File: src/design/axi4s_cfg.svh
// size macros: beat width, fifo depth, almost-full threshold, packet and store length

`ifndef AXI4S_CFG_SVH
`define AXI4S_CFG_SVH

// bytes per stream beat
`define AXI4S_DATA_BYTES 4

// egress fifo words
`define FIFO_DEPTH 32

// almost full once free words drop to this level
`define ALMOST_FULL_THRESH 4

// longest packet, in beats
`define MAX_PKT_LEN 8

// discard store holds three max-length packets
`define PKT_STORE_DEPTH (3 * `MAX_PKT_LEN)

`endif

File: src/design/axi4s_pkg.sv
// shared enums: discard stage state and stream probe mode

package axi4s_pkg;

   // ----------------------------------------
   // packet discard stage
   // ----------------------------------------

   // PASS  storing beats of the current packet
   // DROP  skipping the tail of a packet that did not fit
   typedef enum logic {
      PASS = 1'b0,
      DROP = 1'b1
   } pkt_state_t;

   // ----------------------------------------
   // stream probe
   // ----------------------------------------

   // PROBE_TRAFFIC  packets and bytes seen at ingress
   // PROBE_OVFL     packets dropped by the discard stage
   typedef enum logic {
      PROBE_TRAFFIC = 1'b0,
      PROBE_OVFL    = 1'b1
   } probe_mode_t;

endpackage : axi4s_pkg

File: src/design/fifo_sync.sv
// fifo_sync: first-word-fall-through synchronous fifo with occupancy count and overflow pulse

`timescale 1ns/100ps

module fifo_sync #(
   parameter int DATA_WID = 8,
   parameter int DEPTH    = 16
) (
   input  logic                         axi4s_out,   // clock
   input  logic                         rst,

   input  logic                         wr,
   input  logic [DATA_WID-1:0]          wr_data,

   input  logic                         rd,
   output logic [DATA_WID-1:0]          rd_data,     // valid whenever empty is low

   output logic [$clog2(DEPTH+1)-1:0]   count,
   output logic                         full,
   output logic                         empty,
   output logic                         oflow        // write attempted while full
);

   localparam int PTR_WID = (DEPTH > 1) ? $clog2(DEPTH) : 1;
   localparam int CNT_WID = $clog2(DEPTH+1);

   logic [DATA_WID-1:0] mem [DEPTH];   // storage array
   logic [PTR_WID-1:0]  wr_ptr;
   logic [PTR_WID-1:0]  rd_ptr;
   logic                wr_ok;         // write actually taken
   logic                rd_ok;         // read actually taken

   // pointer step with wrap, depth need not be a power of two
   function automatic logic [PTR_WID-1:0] ptr_inc(input logic [PTR_WID-1:0] p);
      return (p == PTR_WID'(DEPTH-1)) ? '0 : p + 1'b1;
   endfunction

   assign full  = (count == CNT_WID'(DEPTH));
   assign empty = (count == '0);

   assign wr_ok = wr && !full;   // write while full is lost
   assign rd_ok = rd && !empty;  // read while empty is ignored

   // ----------------------------------------
   // storage, no reset on payload
   // ----------------------------------------
   always_ff @(posedge axi4s_out) begin
      if (wr_ok) mem[wr_ptr] <= wr_data;
   end

   assign rd_data = mem[rd_ptr];  // fall-through read

   // ----------------------------------------
   // pointers, count, overflow flag
   // ----------------------------------------
   always_ff @(posedge axi4s_out) begin
      if (rst) begin
         wr_ptr <= '0;
         rd_ptr <= '0;
         count  <= '0;
         oflow  <= 1'b0;
      end else begin
         if (wr_ok) wr_ptr <= ptr_inc(wr_ptr);
         if (rd_ok) rd_ptr <= ptr_inc(rd_ptr);

         // net occupancy change, simultaneous rd and wr cancel
         if (wr_ok && !rd_ok)      count <= count + 1'b1;
         else if (rd_ok && !wr_ok) count <= count - 1'b1;

         oflow <= wr && full;   // one-cycle pulse
      end
   end

endmodule : fifo_sync

File: src/design/axi4s_pkt_discard.sv
// axi4s_pkt_discard: ingress packet store that commits whole packets and drops overflowing ones

`timescale 1ns/100ps

`include "axi4s_cfg.svh"

module axi4s_pkt_discard
   import axi4s_pkg::*;
(
   input  logic                            axi4s_out,   // clock
   input  logic                            rst,

   // ingress, no back-pressure
   input  logic                            in_tvalid,
   input  logic [`AXI4S_DATA_BYTES*8-1:0]  in_tdata,
   input  logic [`AXI4S_DATA_BYTES-1:0]    in_tkeep,
   input  logic                            in_tlast,

   // committed packets toward the fifo
   output logic                            disc_tvalid,
   input  logic                            disc_tready,
   output logic [`AXI4S_DATA_BYTES*8-1:0]  disc_tdata,
   output logic [`AXI4S_DATA_BYTES-1:0]    disc_tkeep,
   output logic                            disc_tlast,

   output logic                            pkt_drop     // one pulse per dropped packet
);

   localparam int DEPTH    = `PKT_STORE_DEPTH;
   localparam int DATA_WID = `AXI4S_DATA_BYTES*8;
   localparam int WORD_WID = 1 + `AXI4S_DATA_BYTES + DATA_WID;   // {tlast, tkeep, tdata}
   localparam int PTR_WID  = $clog2(DEPTH);
   localparam int CNT_WID  = $clog2(DEPTH+1);

   logic [WORD_WID-1:0] mem [DEPTH];
   logic [PTR_WID-1:0]  wr_ptr;    // tentative, runs ahead inside a packet
   logic [PTR_WID-1:0]  cmt_ptr;   // one past the last committed tlast
   logic [PTR_WID-1:0]  rd_ptr;
   logic [CNT_WID-1:0]  used;      // words from rd_ptr to wr_ptr
   logic [CNT_WID-1:0]  pend;      // uncommitted words of current packet
   pkt_state_t          state;

   logic                store_full;
   logic                wr_ok;     // beat stored
   logic                drop_now;  // beat arrives with no room
   logic                rd_ok;     // word handed to the fifo

   function automatic logic [PTR_WID-1:0] ptr_inc(input logic [PTR_WID-1:0] p);
      return (p == PTR_WID'(DEPTH-1)) ? '0 : p + 1'b1;
   endfunction

   assign store_full = (used == CNT_WID'(DEPTH));
   assign wr_ok      = in_tvalid && (state == PASS) && !store_full;
   assign drop_now   = in_tvalid && (state == PASS) && store_full;
   assign rd_ok      = disc_tvalid && disc_tready;

   // ----------------------------------------
   // store, payload only
   // ----------------------------------------
   always_ff @(posedge axi4s_out) begin
      if (wr_ok) mem[wr_ptr] <= {in_tlast, in_tkeep, in_tdata};
   end

   // read side never passes the committed point
   assign disc_tvalid = (used != pend);
   assign {disc_tlast, disc_tkeep, disc_tdata} = mem[rd_ptr];

   // ----------------------------------------
   // pointers and drop fsm
   // ----------------------------------------
   always_ff @(posedge axi4s_out) begin
      if (rst) begin
         wr_ptr   <= '0;
         cmt_ptr  <= '0;
         rd_ptr   <= '0;
         used     <= '0;
         pend     <= '0;
         state    <= PASS;
         pkt_drop <= 1'b0;
      end else begin
         pkt_drop <= drop_now;

         if (rd_ok) rd_ptr <= ptr_inc(rd_ptr);

         // occupancy: +write, -read, minus the rewound packet on a drop
         used <= used + CNT_WID'(wr_ok) - CNT_WID'(rd_ok) - (drop_now ? pend : '0);

         if (wr_ok) begin
            wr_ptr <= ptr_inc(wr_ptr);
            if (in_tlast) begin
               cmt_ptr <= ptr_inc(wr_ptr);   // whole packet now visible
               pend    <= '0;
            end else begin
               pend    <= pend + 1'b1;
            end
         end

         if (drop_now) begin
            wr_ptr <= cmt_ptr;   // discard the partial packet
            pend   <= '0;
            // a full store on the tlast beat ends the packet right here
            state  <= in_tlast ? PASS : DROP;
         end else if (state == DROP && in_tvalid && in_tlast) begin
            state  <= PASS;      // tail skipped, next packet starts clean
         end
      end
   end

endmodule : axi4s_pkt_discard

File: src/design/axi4s_probe.sv
// axi4s_probe: ingress stream probe counting packets and bytes, or dropped packets

`timescale 1ns/100ps

`include "axi4s_cfg.svh"

module axi4s_probe
   import axi4s_pkg::*;
#(
   parameter probe_mode_t MODE = PROBE_TRAFFIC
) (
   input  logic                          axi4s_out,   // clock
   input  logic                          rst,

   input  logic                          tvalid,
   input  logic [`AXI4S_DATA_BYTES-1:0]  tkeep,
   input  logic                          tlast,
   input  logic                          drop,        // drop pulse from discard stage

   output logic [31:0]                   pkt_cnt,
   output logic [31:0]                   byte_cnt
);

   // number of valid bytes in one beat
   function automatic logic [31:0] keep_bytes(input logic [`AXI4S_DATA_BYTES-1:0] k);
      logic [31:0] n;
      n = '0;
      for (int i = 0; i < `AXI4S_DATA_BYTES; i++) n = n + k[i];
      return n;
   endfunction

   generate
      if (MODE == PROBE_TRAFFIC) begin : g_traffic
         // ----------------------------------------
         // packets and bytes
         // ----------------------------------------
         always_ff @(posedge axi4s_out) begin
            if (rst) begin
               pkt_cnt  <= '0;
               byte_cnt <= '0;
            end else if (tvalid) begin
               if (tlast) pkt_cnt <= pkt_cnt + 1'b1;   // one per packet end
               byte_cnt <= byte_cnt + keep_bytes(tkeep);
            end
         end
      end else begin : g_ovfl
         // dropped packets only, byte count unused
         always_ff @(posedge axi4s_out) begin
            if (rst)       pkt_cnt <= '0;
            else if (drop) pkt_cnt <= pkt_cnt + 1'b1;
         end
         assign byte_cnt = '0;
      end
   endgenerate

endmodule : axi4s_probe

File: src/design/axi4s_pkt_fifo_sync.sv
// axi4s_pkt_fifo_sync: packet fifo joining discard stage, egress fifo and store-and-forward gate

`timescale 1ns/100ps

`include "axi4s_cfg.svh"

module axi4s_pkt_fifo_sync #(
   parameter bit STR_FWD_MODE = 1'b0   // 1: hold out_tvalid until a whole packet is in
) (
   input  logic                            axi4s_out,   // clock
   input  logic                            rst,

   // ingress, no back-pressure
   input  logic                            in_tvalid,
   input  logic [`AXI4S_DATA_BYTES*8-1:0]  in_tdata,
   input  logic [`AXI4S_DATA_BYTES-1:0]    in_tkeep,
   input  logic                            in_tlast,

   // egress
   output logic                            out_tvalid,
   input  logic                            out_tready,
   output logic [`AXI4S_DATA_BYTES*8-1:0]  out_tdata,
   output logic [`AXI4S_DATA_BYTES-1:0]    out_tkeep,
   output logic                            out_tlast,

   output logic                            pkt_drop,
   output logic                            oflow
);

   localparam int DATA_WID = `AXI4S_DATA_BYTES*8;
   localparam int WORD_WID = 1 + `AXI4S_DATA_BYTES + DATA_WID;   // {tlast, tkeep, tdata}
   localparam int CNT_WID  = $clog2(`FIFO_DEPTH+1);

   // discard stage to fifo
   logic                            disc_tvalid;
   logic                            disc_tready;
   logic [DATA_WID-1:0]             disc_tdata;
   logic [`AXI4S_DATA_BYTES-1:0]    disc_tkeep;
   logic                            disc_tlast;

   // fifo side
   logic                wr;
   logic [WORD_WID-1:0] wr_data;
   logic                rd;
   logic [WORD_WID-1:0] rd_data;
   logic [CNT_WID-1:0]  count;
   logic                fifo_empty;   // raw fifo empty
   logic                empty;        // empty seen by egress
   logic                almost_full;

   axi4s_pkt_discard pkt_discard_i (
      .axi4s_out   (axi4s_out),
      .rst         (rst),
      .in_tvalid   (in_tvalid),
      .in_tdata    (in_tdata),
      .in_tkeep    (in_tkeep),
      .in_tlast    (in_tlast),
      .disc_tvalid (disc_tvalid),
      .disc_tready (disc_tready),
      .disc_tdata  (disc_tdata),
      .disc_tkeep  (disc_tkeep),
      .disc_tlast  (disc_tlast),
      .pkt_drop    (pkt_drop)
   );

   // stop the discard stage a few words early, fifo never fills
   assign almost_full = (count >= CNT_WID'(`FIFO_DEPTH - `ALMOST_FULL_THRESH));
   assign disc_tready = !almost_full;

   assign wr      = disc_tvalid && disc_tready;
   assign wr_data = {disc_tlast, disc_tkeep, disc_tdata};
   assign rd      = out_tvalid && out_tready;

   fifo_sync #(
      .DATA_WID (WORD_WID),
      .DEPTH    (`FIFO_DEPTH)
   ) fifo_sync_i (
      .axi4s_out (axi4s_out),
      .rst       (rst),
      .wr        (wr),
      .wr_data   (wr_data),
      .rd        (rd),
      .rd_data   (rd_data),
      .count     (count),
      .full      (),
      .empty     (fifo_empty),
      .oflow     (oflow)
   );

   // ----------------------------------------
   // store-and-forward gate
   // ----------------------------------------
   generate
      if (STR_FWD_MODE) begin : g_str_fwd
         logic [CNT_WID-1:0] wr_tlast_cnt;   // packet ends written
         logic [CNT_WID-1:0] rd_tlast_cnt;   // packet ends read out

         always_ff @(posedge axi4s_out) begin
            if (rst) begin
               wr_tlast_cnt <= '0;
               rd_tlast_cnt <= '0;
            end else begin
               if (wr && disc_tlast) wr_tlast_cnt <= wr_tlast_cnt + 1'b1;
               if (rd && out_tlast)  rd_tlast_cnt <= rd_tlast_cnt + 1'b1;
            end
         end

         // no whole packet inside, report empty
         assign empty = fifo_empty || (wr_tlast_cnt == rd_tlast_cnt);
      end else begin : g_cut_through
         assign empty = fifo_empty;
      end
   endgenerate

   assign out_tvalid = !empty;
   assign {out_tlast, out_tkeep, out_tdata} = rd_data;

endmodule : axi4s_pkt_fifo_sync

File: src/design/axi4s_pkt_buffer_top.sv
// axi4s_pkt_buffer_top: packet buffer with ingress traffic probe and drop probe

`timescale 1ns/100ps

`include "axi4s_cfg.svh"

module axi4s_pkt_buffer_top
   import axi4s_pkg::*;
(
   input  logic                            axi4s_out,   // clock
   input  logic                            rst,

   input  logic                            in_tvalid,
   input  logic [`AXI4S_DATA_BYTES*8-1:0]  in_tdata,
   input  logic [`AXI4S_DATA_BYTES-1:0]    in_tkeep,
   input  logic                            in_tlast,

   output logic                            out_tvalid,
   input  logic                            out_tready,
   output logic [`AXI4S_DATA_BYTES*8-1:0]  out_tdata,
   output logic [`AXI4S_DATA_BYTES-1:0]    out_tkeep,
   output logic                            out_tlast,

   output logic                            oflow,
   output logic [31:0]                     pkt_cnt,    // ingress packets
   output logic [31:0]                     byte_cnt,   // ingress bytes
   output logic [31:0]                     drop_cnt    // dropped packets
);

   logic pkt_drop;   // discard stage drop pulse

   axi4s_pkt_fifo_sync #(.STR_FWD_MODE(1'b1)) pkt_fifo_i (
      .axi4s_out (axi4s_out),  .rst        (rst),
      .in_tvalid (in_tvalid),  .in_tdata   (in_tdata),
      .in_tkeep  (in_tkeep),   .in_tlast   (in_tlast),
      .out_tvalid(out_tvalid), .out_tready (out_tready),
      .out_tdata (out_tdata),  .out_tkeep  (out_tkeep),
      .out_tlast (out_tlast),  .pkt_drop   (pkt_drop),
      .oflow     (oflow)
   );

   // traffic seen at ingress, before any drop
   axi4s_probe #(.MODE(PROBE_TRAFFIC)) probe_traffic_i (
      .axi4s_out (axi4s_out), .rst (rst),
      .tvalid (in_tvalid), .tkeep (in_tkeep), .tlast (in_tlast), .drop (pkt_drop),
      .pkt_cnt (pkt_cnt), .byte_cnt (byte_cnt)
   );

   axi4s_probe #(.MODE(PROBE_OVFL)) probe_ovfl_i (
      .axi4s_out (axi4s_out), .rst (rst),
      .tvalid (in_tvalid), .tkeep (in_tkeep), .tlast (in_tlast), .drop (pkt_drop),
      .pkt_cnt (drop_cnt), .byte_cnt ()   // byte count held at zero here
   );

endmodule : axi4s_pkt_buffer_top

File: config.mk
export PLATFORM = sky130hd
export DESIGN_NAME = axi4s_pkt_buffer_top
export DESIGN_NICKNAME = d
export VERILOG_FILES = /design/src/design/axi4s_pkg.sv /design/src/design/fifo_sync.sv /design/src/design/axi4s_pkt_discard.sv /design/src/design/axi4s_probe.sv /design/src/design/axi4s_pkt_fifo_sync.sv /design/src/design/axi4s_pkt_buffer_top.sv
export VERILOG_INCLUDE_DIRS = /design/src /design/src/design
export SDC_FILE = /design/constraint.sdc
export NUM_CORES = 2
export LEC_CHECK = 0
export BUFFER_PORTS_ARGS = -buffer_cell sky130_fd_sc_hd__buf_4
export CAP_MARGIN = 20
export CORE_MARGIN = 2
export CORE_UTILIZATION = 42
export DETAILED_ROUTE_END_ITERATION = 12
export GPL_TIMING_DRIVEN = 1
export PLACE_DENSITY = 0.57
export SLEW_MARGIN = 20
export SYNTH_ARGS = -nofsm -noshare
export SYNTH_HDL_FRONTEND = slang
export SYNTH_SLANG_ARGS = --single-unit
File: constraint.sdc
create_clock -name axi4s_out -period 7.4 [get_ports axi4s_out]
set_input_delay 0.74 -clock axi4s_out [delete_from_list [all_inputs] [get_ports axi4s_out]]
set_output_delay 0.74 -clock axi4s_out [all_outputs]
set_load 0.05 [all_outputs]
# Word-level counts from Yosys, hierarchy flattened
# Memories as Yosys holds them, arrays and structs flattened. A register that Yosys moved wholly into a read port is not among the register bits.
# Cells that the tools add are included.
# totals
ff_bits	152
ramBits	2072
out_inout_bits	135
wordCells	96
memories	2
# op_classes
add_sub_neg	18
order_cmp	1
n_eq_ne	8
mux	21
bitwise	1
n_reduce_logical	29
# mem_list
name	depth	word_bits	read_ports	rd_ports_with_merged_regs	wr	line_no	text
pkt_fifo_i.fifo_sync_i.mem	32	37	1	1	1	fifo_sync.sv:27	logic [DATA_WID-1:0] mem [DEPTH];
pkt_fifo_i.pkt_discard_i.mem	24	37	1	1	1	axi4s_pkt_discard.sv:35	logic [WORD_WID-1:0] mem [DEPTH];
# op_table
op	n
32-bit by 1-bit adder with 32-bit output	2
32-bit by 1-bit adder with 32-bit output (second input constant)	2
5-bit 2-to-1 mux	12
32-bit adder	1
5-bit by 1-bit adder with 5-bit output (second input constant)	5
5-bit equality test (second input constant)	5
6-bit by 1-bit adder with 6-bit output (second input constant)	3
1-bit logical AND	14
6-bit 2-to-1 mux	2
1-bit zero test	7
1-bit 2-to-1 mux	7
6-bit equality test	1
6-bit equality test (second input constant)	1
6-bit by 5-bit >= comparator with 1-bit output (second input constant)	1
6-bit zero test	1
2-bit nonzero test	3
6-bit by 1-bit subtractor with 6-bit output (second input constant)	1
5-bit by 1-bit adder with 5-bit output	1
5-bit != test	1
5-bit by 1-bit subtractor with 5-bit output	1
5-bit subtractor	1
2-bit AND reduction	2
1-bit by 1-bit adder with 2-bit output	1
2-bit OR reduction	1
2 further kinds	2

# Longest topological paths before layout
# logic_depth
ltp_word	8
ltp_mapped	15

# By module
# A second synthesis with hierarchy kept.
# hier_totals
cells_unflattened	4744
area_unflattened_um2	87928.1
# by_module_without_submodules
mod	instances	cells_per_inst	area_each_um2	seq_area_each_um2
fifo_sync	1	2344	46494.6	35994.5
axi4s_pkt_discard	1	1737	35748.0	27306.2
axi4s_probe (probe_traffic_i)	1	378	3230.6	1281.2
axi4s_probe (probe_ovfl_i)	1	214	1808.0	640.6
axi4s_pkt_fifo_sync	1	71	646.9	240.2

# Worst setup path before layout
# OpenSTA, ideal clock, no wires.
# synth_timing
kind	input -> register
from	input in_tvalid
to	memory pkt_fifo_i.pkt_discard_i.mem[20][0] (netlist name), enable pin
arrival_time_ns	3.283
path_slack_ns	3.686
stages	5
path_buffers	1
cell_sequence	nand2b_1 > a31oi_1 > clkbuf_1 > nand2_1 > nor2_1
# synth_between
elab_chain_len	4
# synth_lines
item	line_no	text
start, declared	axi4s_pkt_buffer_top.sv:13	input logic in_tvalid,
1-bit logical AND (2 in series)	axi4s_pkt_discard.sv:53	assign wr_ok = in_tvalid && (state == PASS) && !store_full;
via pkt_fifo_i.pkt_discard_i.wr_ok	axi4s_pkt_discard.sv:44	logic wr_ok;
1-bit 2-to-1 mux	axi4s_pkt_discard.sv:61	if (wr_ok) mem[wr_ptr] <= {in_tlast, in_tkeep, in_tdata};
1-bit 2-to-1 mux (implied by the code)	axi4s_pkt_discard.sv:61	
end, declared	axi4s_pkt_discard.sv:35	
# The timed path passes the listed nets, and every way through them passes these cells.

==> reports/metrics.yaml <==
global_routing:
  grt_pass1_wl_mm: 304
  grt_max_degree: 141
  grt_pass1_vias: 41911
  grt_use_total_pct: 20.3
  grt.overflow.total: 0
  antenna_found_initial: 12
placed_design:
  place_hpwl_mm: 113
  dp_slack_ns: 3.12
  dp.cells: 6787
  io_buffers: 175
  place_congestion: 0.760
sta:
  slew_headroom_pct: 23.5
  fin_skew_ns: 0.0602
  rsz0062_at_grt: "false"
  drv_slew: 0
  max_freq_ghz: 0.210
  tightest_slew_ns: 1.15
  setup_slack_ns: 2.64
  finalSetupViolCount: 0
  period_share_pct: 64.4
  fin_crit_ns: 4.76
  setup_tns_ns: 0
  hold_viol: 0
cells_and_area:
  multiInputGateArea_sq_mm: 0.0204
  nFillCells: 16614
  fin_cells: 7209
  seq_area_sq_mm: 0.0655
  drive_above_1_share_pct: 30.6
  nets: 4404
  synthToLayoutAreaGrowth_pct: 14.7
synth:
  synthesis.nets: 4082
  yosys_warnings: 0
  synth_cell_type_count: 53
  synth.area.top_cells: "edfxtp_1 (72%), mux4_2 (16%), dfxtp_1 (3.8%)"
  seq_area_frac_synth_pct: 75.9
  synth-edff-count: 2072
  synth_seq_cells: 2234
  synth_largest_area_cell: "edfxtp_1"
  yosysTopAreaCellShare_pct: 72.2
  postSynth.asyncResetShare_pct: 0
  syn_area_sq_mm: 0.0862
  syn_inst: 4001
  yosys_most_used_dff: "edfxtp_1"
  synth_area_per_cell_sq_um: 21.5
floorplan:
  start_util_pct: 42.2
  top_level_ports: 176
  core_area_sq_mm: 0.204
  die_w_um: 457
  dieArea_sq_mm: 0.209
  std_cell_rows: 166
  fp.dieH_um: 457
clocking:
  path_clk_slew_ns: 0.06
  cts_sinks: 2234
  post_cts_resized: 0
  tritoncts: "done"
  cts-root-buf: "clkbuf_16"
  cts_buffers: 222
  cts_setup_buffers: 0
  cts_buffer_depth: 3
  holdBufCountCts: 0
  htreeDepth: 4
  clk_latency_ns: 0.87
route:
  drcViolationCount: 0
  vias: 40755
  wl_per_cell_um: 29.5
  via_per_inst: 5.65
  drt_iter0_markers: 4220
  wl_mm: 212
  ant_nets: 0
  drtPass1Iterations: 6
hold_path:
  min_from: "in_tvalid"
  hold_path_class: "in2reg"
worst_setup_path:
  worst-setup-path-type: "reg2out"
  required_ns: 6.66
  start_kind: "flip-flop"
  r2r_start: "pkt_fifo_i.pkt_discard_i.pend[0]"
  crit_path_end_kind: "output port"
  crit_arrival_ns: 4.02
  r2r_slack_ns: 3.59
  crit_path_max_fanout: 35
flow_run:
  cap_violations: 0
power:
  power_per_cell_area_mw_per_mm2: 353
  total_power_mw: 34.9
  peakVddDrop_mv: 0.343
  p_leak_nw: 30.4
status:
  outcome: "completed"
## cell usage after synthesis, types with 2 or more instances
library cell and n:
a21o_1 13, nand4_1 34, clkbuf_1 102, dfxtp_1 162, ha_1 35, a31oi_1 4, mux2_2 39, o211ai_1 3
buf_6 4, nor2_1 234, and3_1 17, xnor2_1 60, nand2_1 72, buf_4 2, o21ai_0 28, inv_1 44
nor4_1 9, fa_1 5, nand4b_1 2, or3_1 29, buf_2 65, nand3_1 45, mux4_2 616, edfxtp_1 2072
and4_1 4, xor2_1 40, mux2i_1 68, a21oi_1 99, a22oi_1 6, buf_1 16, a311oi_1 3, nand2b_1 7
or3b_2 4, nor4_2 2, nor4_4 2, a211oi_1 2, nor2b_1 12, and2_1 2, nand3b_1 8, nor3_1 17
## logic make-up after synthesis
logic type	count (synthesis)	synth area share, %
AOI/OAI and AO/OA	165	1.09
buffers and inverters	234	1.16
and+or+nand+nor	504	2.78
xor gates and xnor gates	100	1.02
muxes	723	17.4
DFF	2234	75.9
adders and majority gates	40	0.624
other	1	0.00435
## cell type report
class                      instances  area share [%]
antenna                            5          0.0127
clock buffer                     267            5.86
clock inverter                   150            1.40
inverter                          44           0.167
multi-input combinational       1533            20.6
sequential                      2234            66.2
tap                             2688            3.40
timing repair buffer             288            2.32
## sequential cells by signal (all words and copies together) (netlist names), named ones only
signal,flops
pkt_fifo_i.fifo_sync_i.mem,1184
pkt_fifo_i.pkt_discard_i.mem,888
probe_ovfl_i.pkt_cnt,32
probe_traffic_i.byte_cnt,32
probe_traffic_i.pkt_cnt,32
pkt_fifo_i.fifo_sync_i.count,6
pkt_fifo_i.g_str_fwd.rd_tlast_cnt,6
pkt_fifo_i.g_str_fwd.wr_tlast_cnt,6
pkt_fifo_i.fifo_sync_i.rd_ptr,5
pkt_fifo_i.fifo_sync_i.wr_ptr,5
pkt_fifo_i.pkt_discard_i.cmt_ptr,5
pkt_fifo_i.pkt_discard_i.pend,5
pkt_fifo_i.pkt_discard_i.rd_ptr,5
pkt_fifo_i.pkt_discard_i.used,5
pkt_fifo_i.pkt_discard_i.wr_ptr,5
pkt_fifo_i.fifo_sync_i.oflow,1
pkt_fifo_i.pkt_discard_i.pkt_drop,1
pkt_fifo_i.pkt_discard_i.state,1
## stage by stage
step | utilization, % | cell area (sq um) | hold slack (ns)
2_1_floorplan | - | 86200 | 0.437
5_1_grt | 48.4 | 98900 | 0.216
6_report | 48.4 | 98900 | 0.235
4_1_cts | 48.4 | 98900 | 0.165
3_5_place_dp | 44.9 | 91700 | 0.449
3_3_place_gp | 44.8 | 91600 | 0.446
## where the power goes
group	switching, mW	total [mW]	internal, mW	leakage, nW
Combinational	4.83	7.99	3.16	6.81
Clock	4.84	11.1	6.25	3.55
Sequential	0.281	15.8	15.6	20.0
Total	9.95	34.9	25.0	30.4
## final timing paths
path,to,cells past startpoint
min reg2reg,pkt_fifo_i.pkt_discard_i.cmt_ptr[0],2
min,probe_traffic_i.byte_cnt[1],2
max,out_tdata[16],5
max reg2reg,pkt_fifo_i.fifo_sync_i.mem[15][33],8
## critical path: stages, from the launching register on
cell,delay [ns]
dfxtp_4,0.72
buf_4,0.71
mux4_2,0.60
mux4_2,0.48
mux2_2,0.37
buf_4,0.22
## metal layers
metal	GRT usage [%]	vias up	share of wire, %	wire [um]
li1	-	17246	-	-
met1	27.0	21894	40	85400
met2	34.8	1297	51	109000
met3	3.10	310	5.8	12300
met4	5.89	8	2.5	5370
met5	0	-	0.025	54
## placed cells by master (no fill, tap or decap), drive strengths merged, types with 68 or more instances in the layout
master | netlist | layout
a21oi | 99 | 99
buf | 87 | 288
clkbuf | 103 | 267
clkinv | 0 | 124
dfxtp | 162 | 162
edfxtp | 2072 | 2072
mux2i | 68 | 68
mux4 | 616 | 616
nand2 | 72 | 72
nor2 | 234 | 234
(Power assumes the default switching activity.)
